## src/dcache_params.svh

```systemverilog
`ifndef DCACHE_PARAMS_SVH
`define DCACHE_PARAMS_SVH

// physical byte address
`define DC_ADDR_W   32

// byte offset inside a line, bits 2..0
`define DC_OFFSET_W 3

// set index, bits 8..3
`define DC_INDEX_W  6
`define DC_SETS     (1 << `DC_INDEX_W)

// tag, bits 31..9
`define DC_TAG_W    23

`define DC_LINE_W   64
`define DC_BUS_W    32

`endif

```

## src/dcache_pkg.sv

```systemverilog
package dcache_pkg;

    // read side sequencer
    typedef enum logic [2:0] {
        RD_IDLE,
        RD_LOOKUP,
        RD_FILL_LO,
        RD_FILL_HI,
        RD_NEXT_LINE,
        RD_RESP
    } rd_state_e;

    // store beat sequencer
    typedef enum logic [1:0] {
        WR_IDLE,
        WR_BEAT,
        WR_WAIT_ACK
    } wr_state_e;

    // store width, 1/2/4/8 bytes
    typedef enum logic [1:0] {
        SZ_BYTE  = 2'd0,
        SZ_HALF  = 2'd1,
        SZ_WORD  = 2'd2,
        SZ_DWORD = 2'd3
    } wr_size_e;

    // who holds the memory bus
    typedef enum logic [1:0] {
        OWN_NONE,
        OWN_READ,
        OWN_WRITE
    } bus_owner_e;

endpackage

```

## src/dcache_bus_arbiter.sv

```systemverilog
`timescale 1ns/10ps
`include "dcache_params.svh"

module dcache_bus_arbiter (
    input  logic                   clk,
    input  logic                   rst,
    input  logic                   fill_req,
    input  logic [`DC_ADDR_W-1:0]  fill_addr,
    output logic                   fill_ack,
    output logic [`DC_BUS_W-1:0]   fill_data,
    input  logic                   beat_req,
    input  logic [`DC_ADDR_W-1:0]  beat_addr,
    input  logic [`DC_BUS_W/8-1:0] beat_be,
    input  logic [`DC_BUS_W-1:0]   beat_data,
    output logic                   beat_ack,
    output logic                   mem_req,
    output logic [`DC_ADDR_W-1:0]  mem_addr,
    output logic                   mem_we,
    output logic [`DC_BUS_W/8-1:0] mem_be,
    output logic [`DC_BUS_W-1:0]   mem_wdata,
    input  logic                   mem_ack,
    input  logic [`DC_BUS_W-1:0]   mem_rdata,
    output logic                   snoop_valid,
    output logic [`DC_ADDR_W-1:0]  snoop_addr
);
    import dcache_pkg::*;

    bus_owner_e owner;
    logic own_wr;

    // write first, then hold until ack and idle one cycle
    always_ff @(posedge clk) begin
        if (rst) begin
            owner <= OWN_NONE;
        end else begin
            case (owner)
                OWN_NONE: begin
                    if (beat_req)
                        owner <= OWN_WRITE;
                    else if (fill_req)
                        owner <= OWN_READ;
                end
                default: begin
                    if (mem_ack)
                        owner <= OWN_NONE;
                end
            endcase
        end
    end

    assign own_wr = (owner == OWN_WRITE);

    assign mem_req   = (owner != OWN_NONE);
    assign mem_we    = own_wr;
    assign mem_addr  = own_wr ? beat_addr : fill_addr;
    assign mem_be    = own_wr ? beat_be : '1;
    assign mem_wdata = own_wr ? beat_data : '0;

    assign fill_ack  = mem_ack && (owner == OWN_READ);
    assign fill_data = mem_rdata;
    assign beat_ack  = mem_ack && own_wr;

    // every finished write beat invalidates the matching line
    assign snoop_valid = beat_ack;
    assign snoop_addr  = beat_addr;

    // owner and request fields stay put until the ack
    assert property (@(posedge clk) disable iff (rst)
        mem_req && !mem_ack |=> mem_req && $stable(mem_we) && $stable(mem_addr)
            && $stable(mem_be) && $stable(mem_wdata));

    assert property (@(posedge clk) disable iff (rst)
        mem_ack |=> !mem_req);

endmodule

```

## config.mk

```make
export PLATFORM = sky130hd
export DESIGN_NAME = dcache_bus_arbiter
export DESIGN_NICKNAME = d
export VERILOG_FILES = /design/src/dcache_pkg.sv /design/src/dcache_bus_arbiter.sv
export VERILOG_INCLUDE_DIRS = /design/src
export SDC_FILE = /design/constraint.sdc
export NUM_CORES = 1
export LEC_CHECK = 0
export ABC_CLOCK_PERIOD_IN_PS = 2620
export BUFFER_PORTS_ARGS = -buffer_cell sky130_fd_sc_hd__buf_2
export CAP_MARGIN = 40
export CORE_AREA = 2 2 107 109
export DETAILED_ROUTE_END_ITERATION = 8
export DIE_AREA = 0 0 109 111
export PLACE_DENSITY_LB_ADDON = 0.3
export SYNTH_ARGS = -nofsm -noshare
export SYNTH_HDL_FRONTEND = slang
export SYNTH_SLANG_ARGS = --single-unit
```

## constraint.sdc

```tcl
create_clock -name clk -period 2.62 [get_ports clk]
set_input_delay 0.524 -clock clk [delete_from_list [all_inputs] [get_ports clk]]
set_output_delay 0.524 -clock clk [all_outputs]
set_load 0.02 [all_outputs]
```

# Word-level counts from Yosys, hierarchy flattened
# Index checks and enable logic that the tools add are counted.
[totals]
regBits = 2
latchBits = 0
ramBits = 0
romBits = 0
inputBits = 137
out_inout_bits = 137
wordCells = 17
memories = 0
[op_classes]
n_addsub = 0
mul = 0
div_mod_pow = 0
order_cmp = 0
eq_ne = 3
shifts = 0
muxes = 7
n_bitwise = 0
n_reduce_logical = 6
[op_table]
columns = ["op", "n"]
rows = [
  ["two-way mux 32 bit", 2],
  ["two-way mux 2 bit", 4],
  ["two-way mux 4 bit", 1],
  ["nonzero test 2 bit", 2],
  ["!= test 3 bit, second input constant", 1],
  ["== test 2 x 1 -> 1 bit, second input constant", 1],
  ["== test 2 bit, second input constant", 1],
  ["logical AND 1 bit", 2],
  ["zero test 2 bit", 1],
  ["AND reduction 2 bit", 1],
]

# Depth between registers and ports, before layout
[logic_depth]
word_depth = 3
mapped_depth = 5

# Worst setup path after synthesis
# No wires, ideal clock.
[synth_timing]
kind = "register to output"
start = "register owner[1]"
end = "output port snoop_valid"
t_arrival_ns = 1.200
required_time_ns = 2.096
slack_ns = 0.896
stages_incl_launch_ff = 6
path_buffers = 3
cell_sequence = "dfxtp_1 nor2b_2 buf_6 buf_6 and2_1 buf_4"
[synth_between]
elab_chain_cells = 2
[synth_rtl]
columns = ["element", "line", "rtl"]
rows = [
  ["start, declared", "dcache_bus_arbiter.sv:28", "bus_owner_e owner;"],
  ["start signal, assigned", "dcache_bus_arbiter.sv:34", "owner <= OWN_NONE;"],
  ["start signal, assigned", "dcache_bus_arbiter.sv:39", "owner <= OWN_WRITE;"],
  ["start signal, assigned", "dcache_bus_arbiter.sv:41", "owner <= OWN_READ;"],
  ["== test 2 bit", "dcache_bus_arbiter.sv:51", "assign own_wr = (owner == OWN_WRITE);"],
  ["logical AND 1 bit", "dcache_bus_arbiter.sv:61", "assign beat_ack = mem_ack && own_wr;"],
  ["end, declared", "dcache_bus_arbiter.sv:23", "output logic snoop_valid,"],
]
# No other way between the ends.

# Worst setup path in the final report
[layout_timing]
start = "register owner[1]"
end = "output port mem_addr[31]"
[layout_between]
elab_chain_cells = 2
[layout_rtl]
columns = ["element", "line", "rtl"]
rows = [
  ["== test 2 bit", "dcache_bus_arbiter.sv:51", ""],
  ["two-way mux 32 bit", "dcache_bus_arbiter.sv:55", "assign mem_addr = own_wr ? beat_addr : fill_addr;"],
  ["end, declared", "dcache_bus_arbiter.sv:17", "output logic [`DC_ADDR_W-1:0] mem_addr,"],
]
# No other way between the ends.

==> results.txt <==
----------------------------------------------------
[Run status]
  Run status ... complete, no violations

[Floorplanning]
  Initial cell density of the core ... between 10 and 15%
  Std-Cell Core Area ... about 11000 um2
  Die area ... 12100 um2
  Chip Height ... 111 um
  Number of top-level design ports ... 274
  Horiz. Die Dim ... 109 um
  Row count ... 39

[Synthesis]
  Compound-Gate Fraction of Synth Area ... less than 1%
  Sequential share of the synthesized area ... 2.89%
  Share of the synthesized area in the top cell type ... 35.2%
  Yosys reg bits ... 2
  Adder-Cell Fraction of Synth Area ... 0%
  Mapped Nets ... 291
  Fraction of synthesized cell area in xor and xnor cells ... 0%
  Distinct cell type count after synthesis ... 16
  Main area contributors after synthesis ... buf_4 35%, mux2_4 35%, and2_1 15%, buf_8 3.2%, dfxtp_1 2.9%
  Dominant combinational cell family by area after synthesis ... buffers and inverters
  Biggest area consumer among synthesized cells ... buf_4
  Number of warnings printed during yosys synthesis ... 0
  Gate Count Post-Synth ... ~150
  Average footprint of a synthesized cell ... 9.00 um2
  Synthesized-area fraction occupied by and/or/nand/nor cells ... 20.6%
  Mapped cell area ... roughly 1400 um2
  Mux cell area share after synthesis ... 34.7%

[Clock network]
  TritonCTS clock tree ... done
  Root cell of the clock tree ... clkbuf_16
  Clk sink count ... 2
  Largest buffer count on any clock path ... 2
  Maximum level of the CTS H-tree ... 1
  Post-CTS Setup Bufs ... 0
  Number of CTS-inserted buffers ... 3
  Insertion delay to the later sink of the worst-skew pair ... 0.22 ns
  Clock transition at the registers of the reported paths ... 0.03 ns
  Count of hold-fix buffers inserted at cts ... 0
  # resized after CTS ... 0

[STA]
  Maximum clock rate ... 453 MHz
  Unrepaired setup endpoints after global routing ... false
  Setup clock skew after layout ... 0.00123 ns
  Tightest slew margin relative to the limit ... 74.6%
  Fin crit share ... 84.3%
  Final total negative setup slack ... 0 ns
  Number of endpoints with negative hold slack in the final report ... 0
  Count of endpoints failing setup in the final report ... 0
  Minimum period implied by the final worst setup slack ... 2.21 ns
  Worst Max-Slew Pin Slew ... 0.381 ns
  Count of final max-slew check failures ... 0

[Critical path]
  Critical path startpoint category ... register
  Required time at the worst-slack endpoint ... 2.10 ns
  Launch point of the worst reg-to-reg path ... owner[0]
  Setup slack, reg-to-reg ... approximately 1.5 ns
  CP arrival ... 1.68 ns
  WS Path Type ... reg -> out
  End of the worst register-to-register path ... owner[0]
  Largest driver fanout on the critical path ... 38
  Cell depth of the worst flop-to-flop path ... 2
  Setup crit end kind ... output port

[Cells and area]
  Area delta synth->final ... 55.0%
  Antenna Diode Count ... 0
  Number of cells in the finished layout apart from fillers ... 438
  Leading cell types in the layout, fill and taps excluded ... 209 x buf_2, 33 x and2_1, 32 x mux2_4
  Most common library cell in the layout ignoring fill and taps ... buf_2
  Register ranked first by flip-flop count ... owner
  Flip-flop count of the largest register, all copies and words added ... 2
  Number of nets in the layout ... 434
  Number of inserted filler cells in the final layout ... 1268
  Regs by FF count ... owner (2)
  Ratio of cells with drive above 1 in the final layout ... 84.4%
  Layout Utilization ... between 10% and 20%

[Hold path]
  Hold Path Cell Cnt ... 2
  Beginning of the worst hold path ... rst
  Hold path endpoint ... owner[1]
  Path category of the worst min-delay check ... in -> reg

[Routing]
  Drt drc ... 0
  Per-cell via count in the routed design ... roughly 3.3
  Remaining antenna violation count ... 0
  Iteration count of the initial detailed-routing pass ... 3
  DR vias ... 1456
  Routed length per instance ... 10.3 um
  Drt total wl ... 4510 um
  DRC violation total after the first TritonRoute iteration ... 24

[GRT]
  Initial antenna violation count ... 0
  Maximum number of pins on one net before global-route repair ... 39
  GR Util All Layers ... 6.09%
  Global-route wire length before repair ... just under 6000 um
  Vias in the first global route ... around 1300
  Total grt overflow ... 0

[Power and ir drop]
  Total power ... 0.739 mW
  Largest vdd supply drop ... 0.000344 V
  Leakage ... 1.29 nW
  Power per unit of standard cell area ... 344 nW/um2

[Place]
  Final HPWL from detailed placement ... 3940 um
  Placed cells ... 435
  Number of buffers added on ports ... ~210
  Final weighted congestion in routability-driven placement ... around 0.63

[Flow run]
  # Max-Cap Violations ... 0

----------------------------------------------------
## how the worst max path moves through the flow
stage | startpoint | endpoint | slack, ns | cells after the start
final | owner[1] | mem_addr[31] | 0.41 | 4
after global placement | owner[1] | mem_addr[6] | 0.67 | 4
after CTS | owner[1] | mem_addr[31] | 0.39 | 4
after floorplan | owner[1] | snoop_valid | 0.90 | 5
after global routing | owner[1] | mem_addr[1] | 0.30 | 4
after detailed placement | owner[1] | mem_addr[31] | 0.63 | 4
## synthesized netlist by cell type, drive strengths merged
library cell	count
or4b	1
nor2	1
buf	71
nor2b	1
a21oi	2
clkbuf	2
and2	33
or3b	1
dfxtp	2
nand2b	6
nand2	1
mux2	32
or2	1
## kinds of logic after synthesis
logic type             Yosys count
AOI/OAI and AO/OA                2
and+or+nand+nor                 45
DFF                              2
buffers and inverters           73
muxes                           32
## layer usage
| layer | routed length, um | vias to the layer above | global-route usage [%] |
|---|---|---|---|
| met2 | 2320 | 107 | 11.7 |
| li1 | - | 712 | - |
| met5 | 0 | - | 0 |
| met3 | 538 | 5 | 1.35 |
| met1 | 1620 | 632 | 6.51 |
| met4 | 34 | 0 | 1.62 |
## power by group
part / internal, mW / switching (mW)
combinational: 0.222 / 0.249
clock: 0.194 / 0.0376
sequential: 0.0329 / 0.00320
## worst max-delay path, stage by stage, from the launching register on
cell     delay, ns
dfxtp_1       0.38
nor2b_4       0.20
buf_4         0.36
mux2_4        0.33
buf_2         0.16
## stage by stage
step                      worst slack, ns  hold WS [ns]  instance area (um2)
after floorplan                     0.896         0.471                 1390
after global placement              0.674         0.501                 2070
after detailed placement            0.627         0.515                 2070
after CTS                           0.388         0.469                 2150
after global routing                0.302         0.475                 2150
final                               0.412         0.470                 2150
## cell type report
type                       instances  area (um2)  share of cell area, %
clock buffer                       3        75.1                   3.49
multi-input combinational         79         781                   36.3
sequential                         2        40.0                   1.86
tap                              143         179                   8.33
timing repair buffer             211        1070                   50.0
Note: power is estimated with default switching activity, not from simulation.
