**config.mk**
```make
export PLATFORM = sky130hd
export DESIGN_NAME = dcache_write_path
export DESIGN_NICKNAME = d
export VERILOG_FILES = /design/src/dcache_pkg.sv /design/src/dcache_write_path.sv
export VERILOG_INCLUDE_DIRS = /design/src
export SDC_FILE = /design/constraint.sdc
export NUM_CORES = 1
export LEC_CHECK = 0
export BUFFER_PORTS_ARGS = -buffer_cell sky130_fd_sc_hd__clkbuf_2
export CAP_MARGIN = 20
export CORE_UTILIZATION = 45
export CTS_BUF_LIST = sky130_fd_sc_hd__clkbuf_8
export DETAILED_ROUTE_END_ITERATION = 8
export PLACE_DENSITY_LB_ADDON = 0.3
export SLEW_MARGIN = 20
export SYNTH_ARGS = -nofsm -noshare
export SYNTH_HDL_FRONTEND = slang
export SYNTH_SLANG_ARGS = --single-unit
```
**constraint.sdc**
```tcl
create_clock -name clk -period 5.45 [get_ports clk]
set_input_delay 1.09 -clock clk [delete_from_list [all_inputs] [get_ports clk]]
set_output_delay 1.09 -clock clk [all_outputs]
set_load 0.02 [all_outputs]
```
**src/dcache_params.svh**
```systemverilog
`ifndef DCACHE_PARAMS_SVH
`define DCACHE_PARAMS_SVH

// physical byte address
`define DC_ADDR_W   32

// byte offset inside a line, bits 2..0
`define DC_OFFSET_W 3

// set index, bits 8..3
`define DC_INDEX_W  6
`define DC_SETS     (1 << `DC_INDEX_W)

// tag, bits 31..9
`define DC_TAG_W    23

`define DC_LINE_W   64
`define DC_BUS_W    32

`endif

```
**src/dcache_pkg.sv**
```systemverilog
package dcache_pkg;

    // read side sequencer
    typedef enum logic [2:0] {
        RD_IDLE,
        RD_LOOKUP,
        RD_FILL_LO,
        RD_FILL_HI,
        RD_NEXT_LINE,
        RD_RESP
    } rd_state_e;

    // store beat sequencer
    typedef enum logic [1:0] {
        WR_IDLE,
        WR_BEAT,
        WR_WAIT_ACK
    } wr_state_e;

    // store width, 1/2/4/8 bytes
    typedef enum logic [1:0] {
        SZ_BYTE  = 2'd0,
        SZ_HALF  = 2'd1,
        SZ_WORD  = 2'd2,
        SZ_DWORD = 2'd3
    } wr_size_e;

    // who holds the memory bus
    typedef enum logic [1:0] {
        OWN_NONE,
        OWN_READ,
        OWN_WRITE
    } bus_owner_e;

endpackage

```
**src/dcache_write_path.sv**
```systemverilog
`timescale 1ns/10ps
`include "dcache_params.svh"

module dcache_write_path (
    input  logic                      clk,
    input  logic                      rst,
    input  logic                      wr_req_valid,
    output logic                      wr_req_ready,
    input  logic [`DC_ADDR_W-1:0]     wr_req_address,
    input  logic [`DC_LINE_W-1:0]     wr_req_data,
    input  dcache_pkg::wr_size_e      wr_size_in,
    output logic                      beat_req,
    output logic [`DC_ADDR_W-1:0]     beat_addr,
    output logic [`DC_BUS_W/8-1:0]    beat_be,
    output logic [`DC_BUS_W-1:0]      beat_data,
    input  logic                      beat_ack
);
    import dcache_pkg::*;

    localparam int BE_W = `DC_BUS_W / 8;

    wr_state_e state;
    logic [`DC_ADDR_W-1:0] st_addr;
    logic [`DC_LINE_W-1:0] st_data;
    wr_size_e st_size;
    logic [1:0] beat_cnt;

    logic [1:0] start;
    logic [3:0] span;
    logic [3:0] last_byte;
    logic [1:0] last_cnt;
    logic [7:0] size_mask;
    logic [15:0] lane_mask;
    logic [2*`DC_LINE_W-1:0] lane_data;
    logic [`DC_ADDR_W-3:0] word_addr;

    // byte mask and span (bytes minus one) of the store
    always_comb begin
        case (st_size)
            SZ_BYTE: begin
                size_mask = 8'h01;
                span      = 4'd0;
            end
            SZ_HALF: begin
                size_mask = 8'h03;
                span      = 4'd1;
            end
            SZ_WORD: begin
                size_mask = 8'h0f;
                span      = 4'd3;
            end
            default: begin
                size_mask = 8'hff;
                span      = 4'd7;
            end
        endcase
    end

    assign start     = st_addr[1:0];
    assign last_byte = {2'b00, start} + span;
    // index of the last word touched (0 to 2)
    assign last_cnt  = last_byte[3:2];

    // move every byte into the lane of its address
    assign lane_mask = {8'h00, size_mask} << start;
    assign lane_data = {{`DC_LINE_W{1'b0}}, st_data} << {start, 3'b000};
    assign word_addr = st_addr[`DC_ADDR_W-1:2] + (`DC_ADDR_W-2)'(beat_cnt);

    assign wr_req_ready = (state == WR_IDLE);
    assign beat_req     = (state == WR_WAIT_ACK);

    always_ff @(posedge clk) begin
        if (rst) begin
            state    <= WR_IDLE;
            beat_cnt <= 2'd0;
        end else begin
            case (state)
                WR_IDLE: begin
                    if (wr_req_valid) begin
                        state    <= WR_BEAT;
                        beat_cnt <= 2'd0;
                    end
                end
                WR_BEAT: state <= WR_WAIT_ACK;
                WR_WAIT_ACK: begin
                    if (beat_ack) begin
                        if (beat_cnt == last_cnt) begin
                            state <= WR_IDLE;
                        end else begin
                            state    <= WR_BEAT;
                            beat_cnt <= beat_cnt + 2'd1;
                        end
                    end
                end
                default: state <= WR_IDLE;
            endcase
        end
    end

    always_ff @(posedge clk) begin
        if (state == WR_IDLE && wr_req_valid) begin
            st_addr <= wr_req_address;
            st_data <= wr_req_data;
            st_size <= wr_size_in;
        end
        // build the beat one cycle ahead of the request
        if (state == WR_BEAT) begin
            beat_addr <= {word_addr, 2'b00};
            beat_be   <= lane_mask[{beat_cnt, 2'b00} +: BE_W];
            beat_data <= lane_data[{beat_cnt, 5'd0} +: `DC_BUS_W];
        end
    end

    // each of the at most three beats carries a byte of the store
    assert property (@(posedge clk) disable iff (rst)
        beat_req |-> (beat_cnt <= 2'd2) && (beat_be != '0));

endmodule

```
# --- Word level (Yosys, flattened, before mapping) ---
# Index checks and enable logic that the tools add are counted.
word_totals:
  mem_bits_ro: 0
  in_bits: 102
  latchBits: 0
  word_cells: 39
  regBits: 168
  mem_bits_rw: 0
  out_inout_bits: 70
  memories: 0
classes:
  magnitude_cmp: 0
  eq_ne: 8
  bitwise_logic: 0
  reduce_logical: 6
  n_shift: 4
  add_sub_neg: 3
  n_mul: 0
  mux: 10
  div: 0
op_table:
  columns: ["operator", "n"]
  rows:
  - ["$shiftx 128x8->32", 1]
  - ["$shl 64x5->128", 1]
  - ["$add 30x2->30", 1]
  - ["$pmux 8 s3", 1]
  - ["$shiftx 16x5->4", 1]
  - ["$shl 8x2->16", 1]
  - ["$mux 2", 5]
  - ["$pmux 3 s3", 1]
  - ["$pmux 2 s3", 1]
  - ["$add 2x4->4", 1]
  - ["$eq 2x1->1 const B", 2]
  - ["$eq 2x2->1 const B", 2]
  - ["$logic_not 2->1", 2]
  - ["$ne 2x2->1 const B", 2]
  - ["$pmux 2 s2", 1]
  - ["$reduce_and 4->1", 1]
  - ["$add 2x1->2 const B", 1]
  - ["$eq 2x2->1", 1]
  - ["$ne 2x1->1 const B", 1]
  - ["$reduce_and 2->1", 1]
  - ["$reduce_bool 2->1", 1]
  - ["$logic_and 1x1->1", 1]
  - ["$mux 1", 1]

# --- Longest topological paths before layout ---
depth:
  ltp_word: 7
  mapped_depth: 8
  mapped_depth_nobuf: 7

# --- Least setup slack after synthesis ---
# No wires, ideal clock.
synth_timing:
  path_kind: "reg2reg"
  startpoint: "register state[0]"
  endpoint: "register beat_addr[10], enable pin"
  t_arrival_ns: 3.340
  n_path_buf: 0
  setup_ns: 0.499
  stages_incl_launch_ff: 2
  synth_period_minus_slack_ns: 3.840
  setup_slack_ns: 1.610
  t_required_ns: 4.951
  path_cell_list: "dfxtp_1 -> nor2b_1"
synth_via:
  elab_chain_cells: 1
synth_lines:
  columns: ["item", "line_no", "source"]
  rows:
  - ["from (decl)", "dcache_write_path.sv:22", "wr_state_e state;"]
  - ["from (signal assigned)", "dcache_write_path.sv:74", "state <= WR_IDLE;"]
  - ["from (signal assigned)", "dcache_write_path.sv:80", "state <= WR_BEAT;"]
  - ["from (signal assigned)", "dcache_write_path.sv:84", "WR_BEAT: state <= WR_WAIT_ACK;"]
  - ["$eq 2x1->1", "dcache_write_path.sv:107", "if (state == WR_BEAT) begin"]
  - ["to (signal assigned)", "dcache_write_path.sv:108", "beat_addr <= {word_addr, 2'b00};"]
  - ["to (decl)", "dcache_write_path.sv:13", "output logic [`DC_ADDR_W-1:0] beat_addr,"]
# No other way between the ends.
# A chain may end at the register's enable or synchronous reset.

# --- Worst setup path after layout ---
layout_timing:
  startpoint: "register st_addr[1]"
  endpoint: "register beat_data[18], data pin"
layout_via:
  elab_chain_cells: 2
layout_lines:
  columns: ["item", "line_no", "source"]
  rows:
  - ["from (decl)", "dcache_write_path.sv:23", "logic [`DC_ADDR_W-1:0] st_addr;"]
  - ["from (signal assigned)", "dcache_write_path.sv:102", "st_addr <= wr_req_address;"]
  - ["$shl 64x5->128", "dcache_write_path.sv:66", "assign lane_data = {{`DC_LINE_W{1'b0}}, st_data} << {start, 3'b000};"]
  - ["$shiftx 128x8->32", "dcache_write_path.sv:110", "beat_data <= lane_data[{beat_cnt, 5'd0} +: `DC_BUS_W];"]
  - ["to (signal assigned)", "dcache_write_path.sv:110", null]
  - ["to (decl)", "dcache_write_path.sv:15", "output logic [`DC_BUS_W-1:0] beat_data,"]
# No other way between the ends.

==> impl_metrics.env <==
export IMPL_max_freq_mhz=349
export IMPL_place_area_um2=8780
export IMPL_crit_fanout=31
export IMPL_grt_pass1_wl_um=26100
export IMPL_io_pins=172
export IMPL_rr_endpoint="beat_data[18]$_DFFE_PN_"
export IMPL_drc=0
export IMPL_synth_seq_cells=168
export IMPL_cts_tree="yes"
export IMPL_cts_buffers=17
export IMPL_r2r_slack_ns=2.59
export IMPL_slew_viol_final=0
export IMPL_dp_final_hpwl_um=11800
export IMPL_cts_max_path_buffers=2
export IMPL_worstSetupPathType="reg2reg"
export IMPL_port_buffer_count=169
export IMPL_fillCellCount=1388
export IMPL_power_density_nw_per_um2=305
export IMPL_syn_to_final_growth_pct=17.8
export IMPL_synth_edf_count=164
export IMPL_grt_max_degree=52
export IMPL_routedWlPerCell_um=17.3
export IMPL_syn_inst=571
export IMPL_min_to="state[0]$_SDFFE_PP0P_"
export IMPL_dieWidth_um=133
export IMPL_synth_async_reset_ratio=0
export IMPL_utilization=0.547
export IMPL_hold_viol=0
export IMPL_ctsHoldBuffers=0
export IMPL_min_from="state[0]$_SDFFE_PP0P_"
export IMPL_timing_rr_start="st_addr[1]$_DFFE_PP_"
export IMPL_drv_cap=0
export IMPL_worstRegToRegCells=7
export IMPL_postCtsSetupBuffers=0
export IMPL_gp_congestion=0.841
export IMPL_worstPathRequired_ns=5.65
export IMPL_numClockSinks=168
export IMPL_core_area_um2=16700
export IMPL_max_vdd_ir_drop_mv=0.156
export IMPL_yosysUniqueCellTypes=51
export IMPL_post_route_period_util=0.525
export IMPL_grt_overflow=0
export IMPL_finalSetupViolations=0
export IMPL_layout_min_cycle_time_ns=2.86
export IMPL_outcome="completed"
export IMPL_syn_cell_area_um2=7760
export IMPL_relSlewSlack=0.288
export IMPL_most_common_layout_cells="169 x clkbuf_2, 164 x edfxtp_1, 60 x nand2_1, 52 x mux2i_1, 38 x nor2_1"
export IMPL_nets=837
export IMPL_row_count=47
export IMPL_avgViaCountPerCell=5.46
export IMPL_crit_path_end_kind="flop"
export IMPL_rsz0062_at_grt="no"
export IMPL_final_area_um2=9140
export IMPL_antennaDiodeCount=0
export IMPL_dieArea_um2=17800
export IMPL_synth_avg_cell_area_um2=13.6
export IMPL_totalWireLength_um=16700
export IMPL_power_mw=2.79
export IMPL_final_setup_skew_ns=0.00821
export IMPL_ys_flop_type="edfxtp_1"
export IMPL_cp_start_kind="flop"
export IMPL_yosysWarningCount=0
export IMPL_path_clk_slew_ns=0.09
export IMPL_antenna_found_initial=0
export IMPL_hp_class="reg2reg"
export IMPL_p_leak_nw=3.48
export IMPL_yosysSeqAreaShare=0.645
export IMPL_clockRootBuffer="clkbuf_8"
export IMPL_ctsHtreeMaxLevel=4
export IMPL_min_path_cells=1
export IMPL_routed_via_count=5266
export IMPL_grt_use_total=0.194
export IMPL_drt_first_pass_iters=5
export IMPL_arrival_ns=3.06
export IMPL_grt_pass1_vias=4991
export IMPL_ant_nets=0
export IMPL_fin_setup_tns_ns=0
export IMPL_drive_gt1_frac=0.331
export IMPL_drtIter0Drc=344
export IMPL_max_slew_worst_pin_slew_ns=1.06
export IMPL_ctsResizeCount=0
export IMPL_insertion_delay_ns=0.45
export IMPL_die_h_um=133
export IMPL_final_common_cell="clkbuf_2"
export IMPL_start_util=0.464
[through the flow]
stage               cells  setup slack [ns]  hold slack (ns)
detailed placement    932              2.62            0.520
global placement      932              2.65            0.495
global route          964              2.33            0.581
CTS                   964              2.61            0.538
finish                964              2.59            0.548
floorplan             572              1.61            0.458
[synth_stat cells, drive strengths merged (4+ instances only)]
master   instances  area, um2
a21oi           18       90.1
a22oi            8       60.1
a2bb2oi          4       35.0
a31oi            7       43.8
a32oi            7       61.3
and3             4       27.5
and4             4       38.8
buf             15       93.8
clkbuf          22       82.6
dfxtp            4       80.1
edfxtp         164       4920
inv              4       15.0
mux2            20        225
mux2i           53        534
mux4             7        158
nand2           61        231
nand2b           5       31.3
nand3           12       60.1
nand4            5       31.3
nor2            38        143
nor2b            6       37.5
nor3             4       25.0
o21ai           26        130
o22ai           17        106
xnor2           18        158
xor2            12        105
[registers in the layout, indices dropped and copies added, names as in the netlist]
name       cells
state          2
beat_data     32
beat_cnt       2
beat_be        4
st_data       64
st_addr       32
st_size        2
beat_addr     30
[power by group]
| group | leakage (nW) | internal (mW) | switching, mW |
|---|---|---|---|
| registers | 1.59 | 1.54 | 0.0607 |
| logic | 1.71 | 0.151 | 0.220 |
| clock network | 0.179 | 0.361 | 0.457 |
| total | 3.48 | 2.05 | 0.738 |
[worst max-delay path by stage]
| stage | cells after the start | endpoint | slack [ns] | from |
|---|---|---|---|---|
| 6_report | 7 | beat_data[18]$_DFFE_PN_ | 2.59 | st_addr[1]$_DFFE_PP_ |
| 4_1_cts | 7 | beat_data[18]$_DFFE_PN_ | 2.61 | st_addr[1]$_DFFE_PP_ |
| 2_1_floorplan | 1 | beat_addr[10]$_DFFE_PN_ | 1.61 | state[0]$_SDFFE_PP0P_ |
| 3_3_place_gp | 3 | st_addr[18]$_DFFE_PP_ | 2.65 | wr_req_valid |
| 5_1_grt | 7 | beat_data[29]$_DFFE_PN_ | 2.33 | st_addr[1]$_DFFE_PP_ |
| 3_5_place_dp | 3 | st_addr[18]$_DFFE_PP_ | 2.62 | wr_req_valid |
[worst max-delay path, stage by stage (launching register included)]
cell	delay [ns]
edfxtp_1	0.84
buf_4	0.39
clkinv_1	0.50
buf_4	0.43
nand2_1	0.11
o21ai_0	0.09
mux2i_1	0.14
o21ai_0	0.09
[layer usage]
layer	up-vias	wire (um)	global-route usage
met4	0	369	0.0859
met2	260	7930	0.306
met1	2495	7100	0.257
met5	-	0	0
met3	26	1330	0.0438
li1	2485	-	-
[final cells by class]
| cell class | instances | area [um2] | area share |
|---|---|---|---|
| Inverter | 5 | 18.8 | 0.00205 |
| Tap cell | 220 | 275 | 0.0301 |
| Timing Repair Buffer | 177 | 906 | 0.0991 |
| Multi-Input combinational cell | 362 | 2570 | 0.281 |
| Clock inverter | 15 | 126 | 0.0138 |
| Sequential cell | 168 | 5010 | 0.548 |
| Clock buffer | 17 | 234 | 0.0256 |
[cells by family after synthesis]
family | share of synthesized area
flops | 0.645
simple gates | 0.0889
compound gates | 0.0808
mux | 0.118
buf+inv | 0.0252
xor+xnor | 0.0339
fa+ha+maj | 0.00742
other cells | 0.000483
(Power assumes the default switching activity.)
